<file path="config.mk">
export PLATFORM = sky130hd
export DESIGN_NAME = cl_hello_world
export DESIGN_NICKNAME = d
export VERILOG_FILES = /design/src/cl_hello_pkg.sv /design/src/pcis_chan_slice.sv /design/src/pcis_slave_fsm.sv /design/src/hello_cfg_regs.sv /design/src/cl_hello_world.sv
export VERILOG_INCLUDE_DIRS = /design/src /design/src/include
export SDC_FILE = /design/constraint.sdc
export NUM_CORES = 2
export LEC_CHECK = 0
export BUFFER_PORTS_ARGS = -buffer_cell sky130_fd_sc_hd__buf_2
export CAP_MARGIN = 20
export CORE_MARGIN = 2
export CORE_UTILIZATION = 45
export CTS_BUF_LIST = sky130_fd_sc_hd__clkbuf_16
export CTS_CLUSTER_SIZE = 10
export DETAILED_ROUTE_END_ITERATION = 10
export PLACE_DENSITY = 0.67
export SYNTH_ARGS = -nofsm -noshare
export SYNTH_HDL_FRONTEND = slang
export SYNTH_HIERARCHICAL = 1
export SYNTH_SLANG_ARGS = --single-unit
</file>
<file path="constraint.sdc">
create_clock -name clk -period 16.7 [get_ports clk]
set_clock_uncertainty 0.15 [all_clocks]
set_input_delay 1.67 -clock clk [delete_from_list [all_inputs] [get_ports clk]]
set_output_delay 1.67 -clock clk [all_outputs]
set_load 0.02 [all_outputs]
</file>
<file path="src/include/cl_hello_macros.svh">
//------------------------------
// Hello-world custom logic
// Bus widths, config register map
// and unmapped readback value
//------------------------------
`ifndef CL_HELLO_MACROS_SVH
`define CL_HELLO_MACROS_SVH

// PCIe slave AXI widths
`define CL_ADDR_W        64
`define CL_DATA_W        512
`define CL_ID_W          5

// Config word lane toward the register block
`define CFG_ADDR_W       8
`define CFG_DATA_W       32

// Register map
`define HELLO_REG_OFS    8'h00
`define CFG_UNMAPPED_RD  32'hffff_ffff

// Entries per channel register slice
`define SLICE_DEPTH      2

`endif

</file>
<file path="src/cl_hello_pkg.sv">
//------------------------------
// Hello-world shared types
// AXI channel payloads, config request
// and slave FSM states
//------------------------------
`include "cl_hello_macros.svh"

package cl_hello_pkg;

   typedef logic [`CL_ADDR_W-1:0]   axi_addr_t;
   typedef logic [`CL_DATA_W-1:0]   axi_data_t;
   typedef logic [`CL_DATA_W/8-1:0] axi_strb_t;
   typedef logic [`CL_ID_W-1:0]     axi_id_t;
   typedef logic [1:0]              axi_resp_t;
   typedef logic [`CFG_ADDR_W-1:0]  cfg_addr_t;
   typedef logic [`CFG_DATA_W-1:0]  cfg_word_t;

   //------------------------------
   // AXI channel payloads
   //------------------------------
   typedef struct packed {
      axi_id_t   id;
      axi_addr_t addr;
   } pcis_aw_t;

   typedef struct packed {
      axi_data_t data;
      axi_strb_t strb;
   } pcis_w_t;

   typedef struct packed {
      axi_id_t   id;
      axi_resp_t resp;
   } pcis_b_t;

   typedef struct packed {
      axi_id_t   id;
      axi_addr_t addr;
   } pcis_ar_t;

   typedef struct packed {
      axi_id_t   id;
      axi_data_t data;
      axi_resp_t resp;
      logic      last;
   } pcis_r_t;

   // One-cycle request toward the config block
   typedef struct packed {
      cfg_addr_t addr;
      cfg_word_t wdata;
      logic      wr;
      logic      rd;
   } cfg_req_t;

   typedef enum logic [1:0] {
      slv_idle    = 2'd0,
      slv_wr_addr = 2'd1,
      slv_cyc     = 2'd2,
      slv_resp    = 2'd3
   } slv_state_t;

endpackage

</file>
<file path="src/pcis_chan_slice.sv">
//------------------------------
// AXI channel register slice
// Small valid/ready FIFO, one beat
// per cycle, any payload type
//------------------------------
`timescale 1ns/1ps
`include "cl_hello_macros.svh"

module pcis_chan_slice #(
   parameter type payload_t = logic
) (
   input  logic     clk,
   input  logic     sync_rst_n,
   input  logic     in_valid,
   output logic     in_ready,
   input  payload_t in_data,
   output logic     out_valid,
   input  logic     out_ready,
   output payload_t out_data
);

   localparam int ptr_w = (`SLICE_DEPTH > 1) ? $clog2(`SLICE_DEPTH) : 1;
   localparam int cnt_w = $clog2(`SLICE_DEPTH + 1);

   payload_t         mem [`SLICE_DEPTH];
   logic [ptr_w-1:0] wr_ptr;
   logic [ptr_w-1:0] rd_ptr;
   logic [cnt_w-1:0] count;
   logic             push;
   logic             pop;

   // Wrap at the last entry
   function automatic logic [ptr_w-1:0] next_ptr(input logic [ptr_w-1:0] ptr);
      if (ptr == ptr_w'(`SLICE_DEPTH - 1))
         return '0;
      else
         return ptr + 1'b1;
   endfunction

   // Back-pressure only once every entry holds a beat
   assign in_ready  = (count != cnt_w'(`SLICE_DEPTH));
   assign out_valid = (count != '0);
   assign out_data  = mem[rd_ptr];

   assign push = in_valid && in_ready;
   assign pop  = out_valid && out_ready;

   always_ff @(posedge clk)
   begin
      if (push)
         mem[wr_ptr] <= in_data;
   end

   always_ff @(posedge clk)
   begin
      if (!sync_rst_n)
      begin
         wr_ptr <= '0;
         rd_ptr <= '0;
         count  <= '0;
      end
      else
      begin
         if (push)
            wr_ptr <= next_ptr(wr_ptr);
         if (pop)
            rd_ptr <= next_ptr(rd_ptr);
         case ({push, pop})
            2'b10:   count <= count + 1'b1;
            2'b01:   count <= count - 1'b1;
            default: count <= count;
         endcase
      end
   end

endmodule

</file>
<file path="src/pcis_slave_fsm.sv">
//------------------------------
// PCIe slave state machine
// Single-beat AXI writes and reads
// to one-cycle config pulses
//------------------------------
`timescale 1ns/1ps
`include "cl_hello_macros.svh"

module pcis_slave_fsm
   import cl_hello_pkg::*;
(
   input  logic      clk,
   input  logic      sync_rst_n,
   input  logic      aw_valid,
   output logic      aw_ready,
   input  pcis_aw_t  aw,
   input  logic      w_valid,
   output logic      w_ready,
   input  pcis_w_t   w,
   input  logic      ar_valid,
   output logic      ar_ready,
   input  pcis_ar_t  ar,
   output logic      b_valid,
   input  logic      b_ready,
   output pcis_b_t   b,
   output logic      r_valid,
   input  logic      r_ready,
   output pcis_r_t   r,
   output cfg_req_t  cfg_req,
   input  logic      cfg_ack,
   input  cfg_word_t cfg_rdata
);

   slv_state_t slv_state;
   slv_state_t slv_state_nxt;
   logic       slv_cyc_wr;
   logic       slv_did_req;
   logic       slv_issue;
   logic       slv_rsp_ready;
   logic       slv_req_valid;
   axi_addr_t  wr_addr_q;
   axi_addr_t  rd_addr_q;
   axi_id_t    wr_id_q;
   axi_id_t    rd_id_q;
   axi_addr_t  mx_addr;
   cfg_addr_t  cfg_addr_q;
   cfg_word_t  cfg_wdata_q;
   logic       cfg_wr_q;
   logic       cfg_rd_q;
   cfg_word_t  rdata_q;
   axi_data_t  r_data;

   assign slv_rsp_ready = slv_cyc_wr ? b_ready : r_ready;
   // A write also needs its data beat
   assign slv_req_valid = slv_cyc_wr ? w_valid : 1'b1;
   assign mx_addr       = slv_cyc_wr ? wr_addr_q : rd_addr_q;
   assign slv_issue     = (slv_state == slv_cyc) && slv_req_valid && !slv_did_req;

   // Capture request fields while idle
   always_ff @(posedge clk)
   begin
      if (slv_state == slv_idle)
      begin
         if (aw_valid)
         begin
            wr_addr_q <= aw.addr;
            wr_id_q   <= aw.id;
         end
         if (ar_valid)
         begin
            rd_addr_q <= ar.addr;
            rd_id_q   <= ar.id;
         end
      end
   end

   //------------------------------
   // State machine
   //------------------------------
   always_comb
   begin
      slv_state_nxt = slv_state;
      case (slv_state)
         slv_idle:
         begin
            // Writes have fixed priority
            if (aw_valid)
               slv_state_nxt = slv_wr_addr;
            else if (ar_valid)
               slv_state_nxt = slv_cyc;
         end
         slv_wr_addr:
            slv_state_nxt = slv_cyc;
         slv_cyc:
         begin
            if (cfg_ack)
               slv_state_nxt = slv_resp;
         end
         slv_resp:
         begin
            if (slv_rsp_ready)
               slv_state_nxt = slv_idle;
         end
      endcase
   end

   always_ff @(posedge clk)
   begin
      if (!sync_rst_n)
      begin
         slv_state   <= slv_idle;
         slv_cyc_wr  <= 1'b0;
         slv_did_req <= 1'b0;
         cfg_wr_q    <= 1'b0;
         cfg_rd_q    <= 1'b0;
         aw_ready    <= 1'b0;
         w_ready     <= 1'b0;
         ar_ready    <= 1'b0;
      end
      else
      begin
         slv_state <= slv_state_nxt;
         if (slv_state == slv_idle)
            slv_cyc_wr <= aw_valid;
         // Only one pulse per transaction
         if (slv_state == slv_idle)
            slv_did_req <= 1'b0;
         else if (slv_issue)
            slv_did_req <= 1'b1;
         cfg_wr_q <= slv_issue && slv_cyc_wr;
         cfg_rd_q <= slv_issue && !slv_cyc_wr;
         aw_ready <= (slv_state_nxt == slv_wr_addr);
         w_ready  <= (slv_state == slv_cyc) && (slv_state_nxt != slv_cyc) && slv_cyc_wr;
         ar_ready <= (slv_state == slv_cyc) && (slv_state_nxt != slv_cyc) && !slv_cyc_wr;
      end
   end

   // Offset and write lane, picked by address bits 5:2
   always_ff @(posedge clk)
   begin
      cfg_addr_q  <= mx_addr[`CFG_ADDR_W-1:0];
      cfg_wdata_q <= w.data[wr_addr_q[5:2]*`CFG_DATA_W +: `CFG_DATA_W];
      if (cfg_ack)
         rdata_q <= cfg_rdata;
   end

   assign cfg_req = '{addr: cfg_addr_q, wdata: cfg_wdata_q, wr: cfg_wr_q, rd: cfg_rd_q};

   //------------------------------
   // Responses
   //------------------------------
   // Read word goes back in its own lane
   always_comb
   begin
      r_data = '0;
      r_data[rd_addr_q[5:2]*`CFG_DATA_W +: `CFG_DATA_W] = rdata_q;
   end

   assign b_valid = (slv_state == slv_resp) && slv_cyc_wr;
   assign b       = '{id: wr_id_q, resp: 2'b00};

   assign r_valid = (slv_state == slv_resp) && !slv_cyc_wr;
   // Single beat, so last is always set
   assign r       = '{id: rd_id_q, data: r_data, resp: 2'b00, last: 1'b1};

endmodule

</file>
<file path="src/hello_cfg_regs.sv">
//------------------------------
// Hello-world config registers
// Pulse stretch, ack, register
// and byte-flipped readback
//------------------------------
`timescale 1ns/1ps
`include "cl_hello_macros.svh"

module hello_cfg_regs
   import cl_hello_pkg::*;
(
   input  logic      clk,
   input  logic      sync_rst_n,
   input  cfg_req_t  cfg_req,
   output logic      cfg_ack,
   output cfg_word_t cfg_rdata
);

   logic      wr_stretch;
   logic      rd_stretch;
   cfg_addr_t addr_q;
   cfg_word_t wdata_q;
   cfg_word_t hello_world_q;

   // Hold each request until it is acked
   always_ff @(posedge clk)
   begin
      if (!sync_rst_n)
      begin
         wr_stretch <= 1'b0;
         rd_stretch <= 1'b0;
         cfg_ack    <= 1'b0;
      end
      else
      begin
         wr_stretch <= cfg_req.wr || (wr_stretch && !cfg_ack);
         rd_stretch <= cfg_req.rd || (rd_stretch && !cfg_ack);
         cfg_ack    <= (wr_stretch || rd_stretch) && !cfg_ack;
      end
   end

   always_ff @(posedge clk)
   begin
      if (cfg_req.wr || cfg_req.rd)
      begin
         addr_q  <= cfg_req.addr;
         wdata_q <= cfg_req.wdata;
      end
   end

   //------------------------------
   // Hello-world register
   //------------------------------
   // Written once, in the first stretched cycle
   always_ff @(posedge clk)
   begin
      if (!sync_rst_n)
         hello_world_q <= '0;
      else if (wr_stretch && !cfg_ack && (addr_q == `HELLO_REG_OFS))
         hello_world_q <= wdata_q;
   end

   // Readback, ready in the ack cycle
   always_ff @(posedge clk)
   begin
      if (addr_q == `HELLO_REG_OFS)
         cfg_rdata <= {hello_world_q[7:0], hello_world_q[15:8],
                       hello_world_q[23:16], hello_world_q[31:24]};
      else
         cfg_rdata <= `CFG_UNMAPPED_RD;
   end

endmodule

</file>
<file path="src/cl_hello_world.sv">
//------------------------------
// Hello-world custom logic top
// PCIe slave slices, slave FSM
// and config registers
//------------------------------
`timescale 1ns/1ps

module cl_hello_world
   import cl_hello_pkg::*;
(
   input  logic     clk,
   input  logic     sync_rst_n,
   input  logic     aw_valid,
   output logic     aw_ready,
   input  pcis_aw_t aw,
   input  logic     w_valid,
   output logic     w_ready,
   input  pcis_w_t  w,
   input  logic     ar_valid,
   output logic     ar_ready,
   input  pcis_ar_t ar,
   output logic     b_valid,
   input  logic     b_ready,
   output pcis_b_t  b,
   output logic     r_valid,
   input  logic     r_ready,
   output pcis_r_t  r
);

   // Slice side facing the state machine
   logic      aw_q_valid;
   logic      aw_q_ready;
   pcis_aw_t  aw_q;
   logic      w_q_valid;
   logic      w_q_ready;
   pcis_w_t   w_q;
   logic      ar_q_valid;
   logic      ar_q_ready;
   pcis_ar_t  ar_q;
   logic      b_q_valid;
   logic      b_q_ready;
   pcis_b_t   b_q;
   logic      r_q_valid;
   logic      r_q_ready;
   pcis_r_t   r_q;
   cfg_req_t  cfg_req;
   logic      cfg_ack;
   cfg_word_t cfg_rdata;

   //------------------------------
   // Register slices
   //------------------------------
   pcis_chan_slice #(.payload_t(pcis_aw_t)) aw_slice (
      .clk(clk), .sync_rst_n(sync_rst_n),
      .in_valid(aw_valid), .in_ready(aw_ready), .in_data(aw),
      .out_valid(aw_q_valid), .out_ready(aw_q_ready), .out_data(aw_q)
   );

   pcis_chan_slice #(.payload_t(pcis_w_t)) w_slice (
      .clk(clk), .sync_rst_n(sync_rst_n),
      .in_valid(w_valid), .in_ready(w_ready), .in_data(w),
      .out_valid(w_q_valid), .out_ready(w_q_ready), .out_data(w_q)
   );

   pcis_chan_slice #(.payload_t(pcis_ar_t)) ar_slice (
      .clk(clk), .sync_rst_n(sync_rst_n),
      .in_valid(ar_valid), .in_ready(ar_ready), .in_data(ar),
      .out_valid(ar_q_valid), .out_ready(ar_q_ready), .out_data(ar_q)
   );

   // Response slices run toward the host
   pcis_chan_slice #(.payload_t(pcis_b_t)) b_slice (
      .clk(clk), .sync_rst_n(sync_rst_n),
      .in_valid(b_q_valid), .in_ready(b_q_ready), .in_data(b_q),
      .out_valid(b_valid), .out_ready(b_ready), .out_data(b)
   );

   pcis_chan_slice #(.payload_t(pcis_r_t)) r_slice (
      .clk(clk), .sync_rst_n(sync_rst_n),
      .in_valid(r_q_valid), .in_ready(r_q_ready), .in_data(r_q),
      .out_valid(r_valid), .out_ready(r_ready), .out_data(r)
   );

   //------------------------------
   // Slave FSM and config block
   //------------------------------
   pcis_slave_fsm slave_fsm (
      .clk(clk), .sync_rst_n(sync_rst_n),
      .aw_valid(aw_q_valid), .aw_ready(aw_q_ready), .aw(aw_q),
      .w_valid(w_q_valid), .w_ready(w_q_ready), .w(w_q),
      .ar_valid(ar_q_valid), .ar_ready(ar_q_ready), .ar(ar_q),
      .b_valid(b_q_valid), .b_ready(b_q_ready), .b(b_q),
      .r_valid(r_q_valid), .r_ready(r_q_ready), .r(r_q),
      .cfg_req(cfg_req), .cfg_ack(cfg_ack), .cfg_rdata(cfg_rdata)
   );

   hello_cfg_regs cfg_regs (
      .clk(clk), .sync_rst_n(sync_rst_n),
      .cfg_req(cfg_req), .cfg_ack(cfg_ack), .cfg_rdata(cfg_rdata)
   );

endmodule

</file>
## Word-level counts from Yosys, hierarchy flattened

Memories as Yosys holds them, arrays and structs flattened. A register that Yosys moved wholly into a read port is not among the register bits.
Index checks and enable logic that the tools add are counted.

| storage, ports and cells | value |
|---|---|
| input bits | 721 |
| word-level logic and storage cells | 168 |
| bits in writable memories | 2472 |
| register bits | 208 |
| output and inout bits | 532 |
| memories | 5 |

| operators by class | value |
|---|---|
| muxes and demuxes | 39 |
| shift-type cells | 3 |
| add/subtract/negate cells | 21 |
| reduce and logical (&&, ||, !) cells | 45 |
| equal/unequal tests | 20 |
| bitwise gates (word level) | 2 |

Memory list:

| name | words | width | rd ports | clocked after Yosys merged registers in | wr ports | line | RTL |
|---|---|---|---|---|---|---|---|
| w_slice.mem | 2 | 576 | 1 | 1 | 1 | pcis_chan_slice.sv:25 | `` payload_t mem [`SLICE_DEPTH]; `` |
| r_slice.mem | 2 | 517 | 1 | 1 | 1 | pcis_chan_slice.sv:25 |  |
| ar_slice.mem | 2 | 69 | 1 | 1 | 1 | pcis_chan_slice.sv:25 |  |
| aw_slice.mem | 2 | 69 | 1 | 1 | 1 | pcis_chan_slice.sv:25 |  |
| b_slice.mem | 2 | 5 | 1 | 1 | 1 | pcis_chan_slice.sv:25 |  |

Operator list:

| kind | count |
|---|---|
| AND 512 bit | 1 |
| variable shift 32 x 34 -> 512 bit (first input constant) | 1 |
| variable part select 32 x 34 -> 512 bit | 1 |
| variable part select 512 x 10 -> 32 bit | 1 |
| negation 9 -> 34 bit | 1 |
| two-way mux 1 bit | 28 |
| logical AND 1 bit | 23 |
| one-hot mux 2 bit (2 select lines) | 5 |
| nonzero test 2 bit | 10 |
| equality test 2 x 1 -> 1 bit (second input constant) | 7 |
| equality test 2 bit (second input constant) | 7 |
| != test 2 bit (second input constant) | 6 |
| adder 1 bit (second input constant) | 10 |
| adder 2 x 1 -> 2 bit (second input constant) | 5 |
| subtractor 2 x 1 -> 2 bit (second input constant) | 5 |
| logical NOT 8 bit | 1 |
| two-way mux 2 bit | 4 |
| two-way mux 8 bit | 1 |
| one-hot mux 2 bit (4 select lines) | 1 |
| logical OR 1 bit | 4 |
| AND reduction 2 bit | 2 |
| logical NOT 1 bit | 3 |
| logical NOT 2 bit | 1 |
| OR reduction 2 bit | 1 |
| inverter 1 bit | 1 |

## Longest topological paths before layout

| depth | value |
|---|---|
| word-level depth | 7 |
| depth in mapped cells | 9 |

## Modules after synthesis

Netlist, hierarchy kept.

Modules (own cells, without submodules):

| module | seq. area each (um^2) | cells an instance | times used | area each (um^2) |
|---|---|---|---|---|
| pcis_chan_slice (w_slice) | 34693.3 | 1816 | 1 | 42041.6 |
| pcis_chan_slice (r_slice) | 31330.0 | 1642 | 1 | 37955.2 |
| pcis_slave_fsm | 2722.6 | 1204 | 1 | 10827.9 |
| pcis_chan_slice (ar_slice ...) | 4244.1 | 239 | 2 | 5208.7 |
| hello_cfg_regs | 2542.4 | 263 | 1 | 3493.4 |
| pcis_chan_slice (b_slice) | 520.5 | 47 | 1 | 729.4 |

## Worst setup path before layout

No wires, ideal clock.

| path | value |
|---|---|
| path type | input port to flip-flop |
| from | input port w_valid |
| to | memory w_slice/mem[1][0] in the netlist's numbering, enable pin |
| cell stages on the path | 1 |
| path slack | 766 ps |
| arrival | 14762 ps |
| buffers on the path | 0 |
| cell sequence | and3_1 |

| on the way | value |
|---|---|
| longest elaborated chain between the ends | 3 |

Ends and longest elaborated chain:

| item | line | RTL |
|---|---|---|
| start: declaration | cl_hello_world.sv:16 | `input logic w_valid,` |
| logical AND 1 bit | pcis_chan_slice.sv:45 | `assign push = in_valid && in_ready;` |
| two-way mux 1 bit | pcis_chan_slice.sv:50 | `if (push)` |
| two-way mux 1 bit (not written as such) | pcis_chan_slice.sv:51 | `mem[wr_ptr] <= in_data;` |
| end: declaration | pcis_chan_slice.sv:25 |  |

Every way passes these cells.

==> flow_summary.json <==
{
  "status": "finished clean",
  "crit_top_cell": "buf_4",
  "die_w_um": 458,
  "p_switching_mw": 3.88,
  "routed_wl_um": 261000,
  "wl_per_cell_um": 29.2,
  "cp_max_fo": 161,
  "dr_total_vias": 49400,
  "clkTransAtPathRegs_ns": 0.06,
  "detail-route-antenna-nets": 0,
  "syn_inst": 4909,
  "setup_viol": 0,
  "grt_start_max_net_pins": 162,
  "drive_gt1_share_pct": 44.3,
  "cts_tree": "built",
  "final_util_pct": 53.0,
  "cts.sinks": 2369,
  "leakagePower_nw": 38.7,
  "sequentialPowerShare_pct": 47.9,
  "worst_setup_path_start_kind": "register",
  "p_sw_share_pct": 26.2,
  "crit_chain": "buf_12 -> buf_4 -> buf_4 -> buf_4 -> mux2_2 -> buf_2",
  "rsz0062_at_grt": "no",
  "pin_count": 1253,
  "drc": 0,
  "layout_setup_ws_ns": 9.10,
  "drtIter0Drc": 4866,
  "fillers": 16200,
  "die-height_um": 458,
  "gp_congestion": 0.850,
  "syn_area_um2": 92800,
  "fin_crit_ns": 7.60,
  "synth.avg_cell_area_um2": 18.9,
  "required_ns": 14.88,
  "area_growth_pct": 16.9,
  "power_frac_clock_pct": 36.4,
  "path_class": "register to output pin",
  "coreArea_um2": 205000,
  "place_hpwl_um": 174000,
  "fin_nets": 6815,
  "grtUsageTotal_pct": 24.3,
  "finalHoldViolCount": 0,
  "cts_max_level": 5,
  "slowest_stage": "buf_4",
  "p_int_mw": 10.9,
  "ir_drop_v": 0.000108,
  "initial_core_util_pct": 45.3,
  "postCtsResizedCells": 0,
  "slew_headroom_pct": 25.4,
  "dieArea_um2": 210000,
  "fmax_mhz": 132,
  "portBuffers": 1076,
  "path_delay_family": "buffers and inverters",
  "tns_ns": 0,
  "cp_slowest_stage_delay_ns": 0.87,
  "grt_pass1_vias": 49800,
  "clkLatencyLatePin_ns": 0.93,
  "holdCritPathClass": "register to register",
  "arrival_ns": 5.78,
  "grt-ovfl-total": 0,
  "slew_violations": 0,
  "antenna_found_initial": 214,
  "yosys_warnings": 6,
  "rows": 166,
  "post-route-period-util_pct": 45.5,
  "cts_max_path_buffers": 4,
  "cts_buffers": 292,
  "root_buffer": "clkbuf_16",
  "cts_setup_buffers": 0,
  "p_per_area_nw_per_um2": 136,
  "pwr-share-comb_pct": 15.7,
  "grt_pass1_wl_um": 361000,
  "worst-path-buf-inv": 5,
  "pre_cts_ws_ns": 10.07,
  "maxCapViolCount": 0,
  "worstSetupEndpointType": "output pin",
  "first_pass_iters": 5,
  "vias_per_cell": 5.52,
  "postCtsHoldBufs": 0,
  "tightest_slew_ns": 1.12
}
==> path summary, 6_finish.rpt <==
| check | cells past startpoint | slack (ns) | end | startpoint |
|---|---|---|---|---|
| worst max-delay path | 6 | 9.10 | r[15] | register |
| worst min-delay path | 0 | 0.22 | slave_fsm/rdata_q[3] | cfg_regs/cfg_rdata[3] |
| worst max register to register | 7 | 11.28 | r_slice/mem[1][298] | slave_fsm/slv_state[1] |
| worst min register to register | 0 | 0.22 | slave_fsm/rdata_q[3] | cfg_regs/cfg_rdata[3] |
==> power groups by stage <==
stage,sequential (mW),combinational [mW],clock (mW)
detailed placement,7.21,2.35,0
finish,7.08,2.32,5.38
CTS,7.09,2.36,5.48
global route,7.12,2.44,5.70
global placement,7.19,2.34,0
floorplan,7.30,1.47,0
==> per-layer routing <==
layer	wire length, µm	GRT usage, %
met1	96400	29.3
met2	128000	40.8
met3	25500	8.11
met4	10100	8.57
met5	994	0
==> flip-flops by register name, summed over array words and instances (netlist names), 14 cells and up, named ones only <==
register and count:
ar_slice/mem 26, r_slice/mem 1040, cfg_regs/hello_world_q 32, w_slice/mem 1024
aw_slice/mem 26, cfg_regs/wdata_q 32, slave_fsm/rdata_q 32, cfg_regs/cfg_rdata 32
slave_fsm/cfg_wdata_q 32, b_slice/mem 14
==> cells in the final DEF (no fill, tap or decap), drive strengths merged, types with 15 or more instances in the layout <==
cell type,count
a22oi,64
and2,101
and3,63
buf,1173
clkbuf,298
dfxtp,141
diode,94
edfxtp,2228
inv,117
mux2,1071
mux2i,33
mux4,128
nand2,158
nor2,211
nor2b,48
nor3,131
o2111ai,35
or3,37
xnor2,15
==> metrics by stage <==
stage | hold WS (ns) | instance area [µm²] | std cells | power, mW
finish | 0.220 | 109000 | 8955 | 14.8
global route | 0.243 | 108000 | 8884 | 15.3
CTS | 0.231 | 108000 | 8857 | 14.9
detailed placement | 0.239 | 100000 | 8477 | 9.56
global placement | 0.236 | 100000 | 8476 | 9.52
floorplan | 0.236 | 92800 | 4912 | 8.77
==> cell type report <==
type / instances / area (µm²) / share of cell area (%)
diodes: 94 / 235 / 0.217
clock buffers: 297 / 7430 / 6.85
clock inverters: 83 / 409 / 0.377
inverters: 47 / 191 / 0.176
multi-input cells: 2203 / 20800 / 19.2
flip-flops and latches: 2369 / 69700 / 64.3
well taps: 2688 / 3360 / 3.10
repair buffers: 1174 / 6300 / 5.81
(Power assumes the default switching activity.)
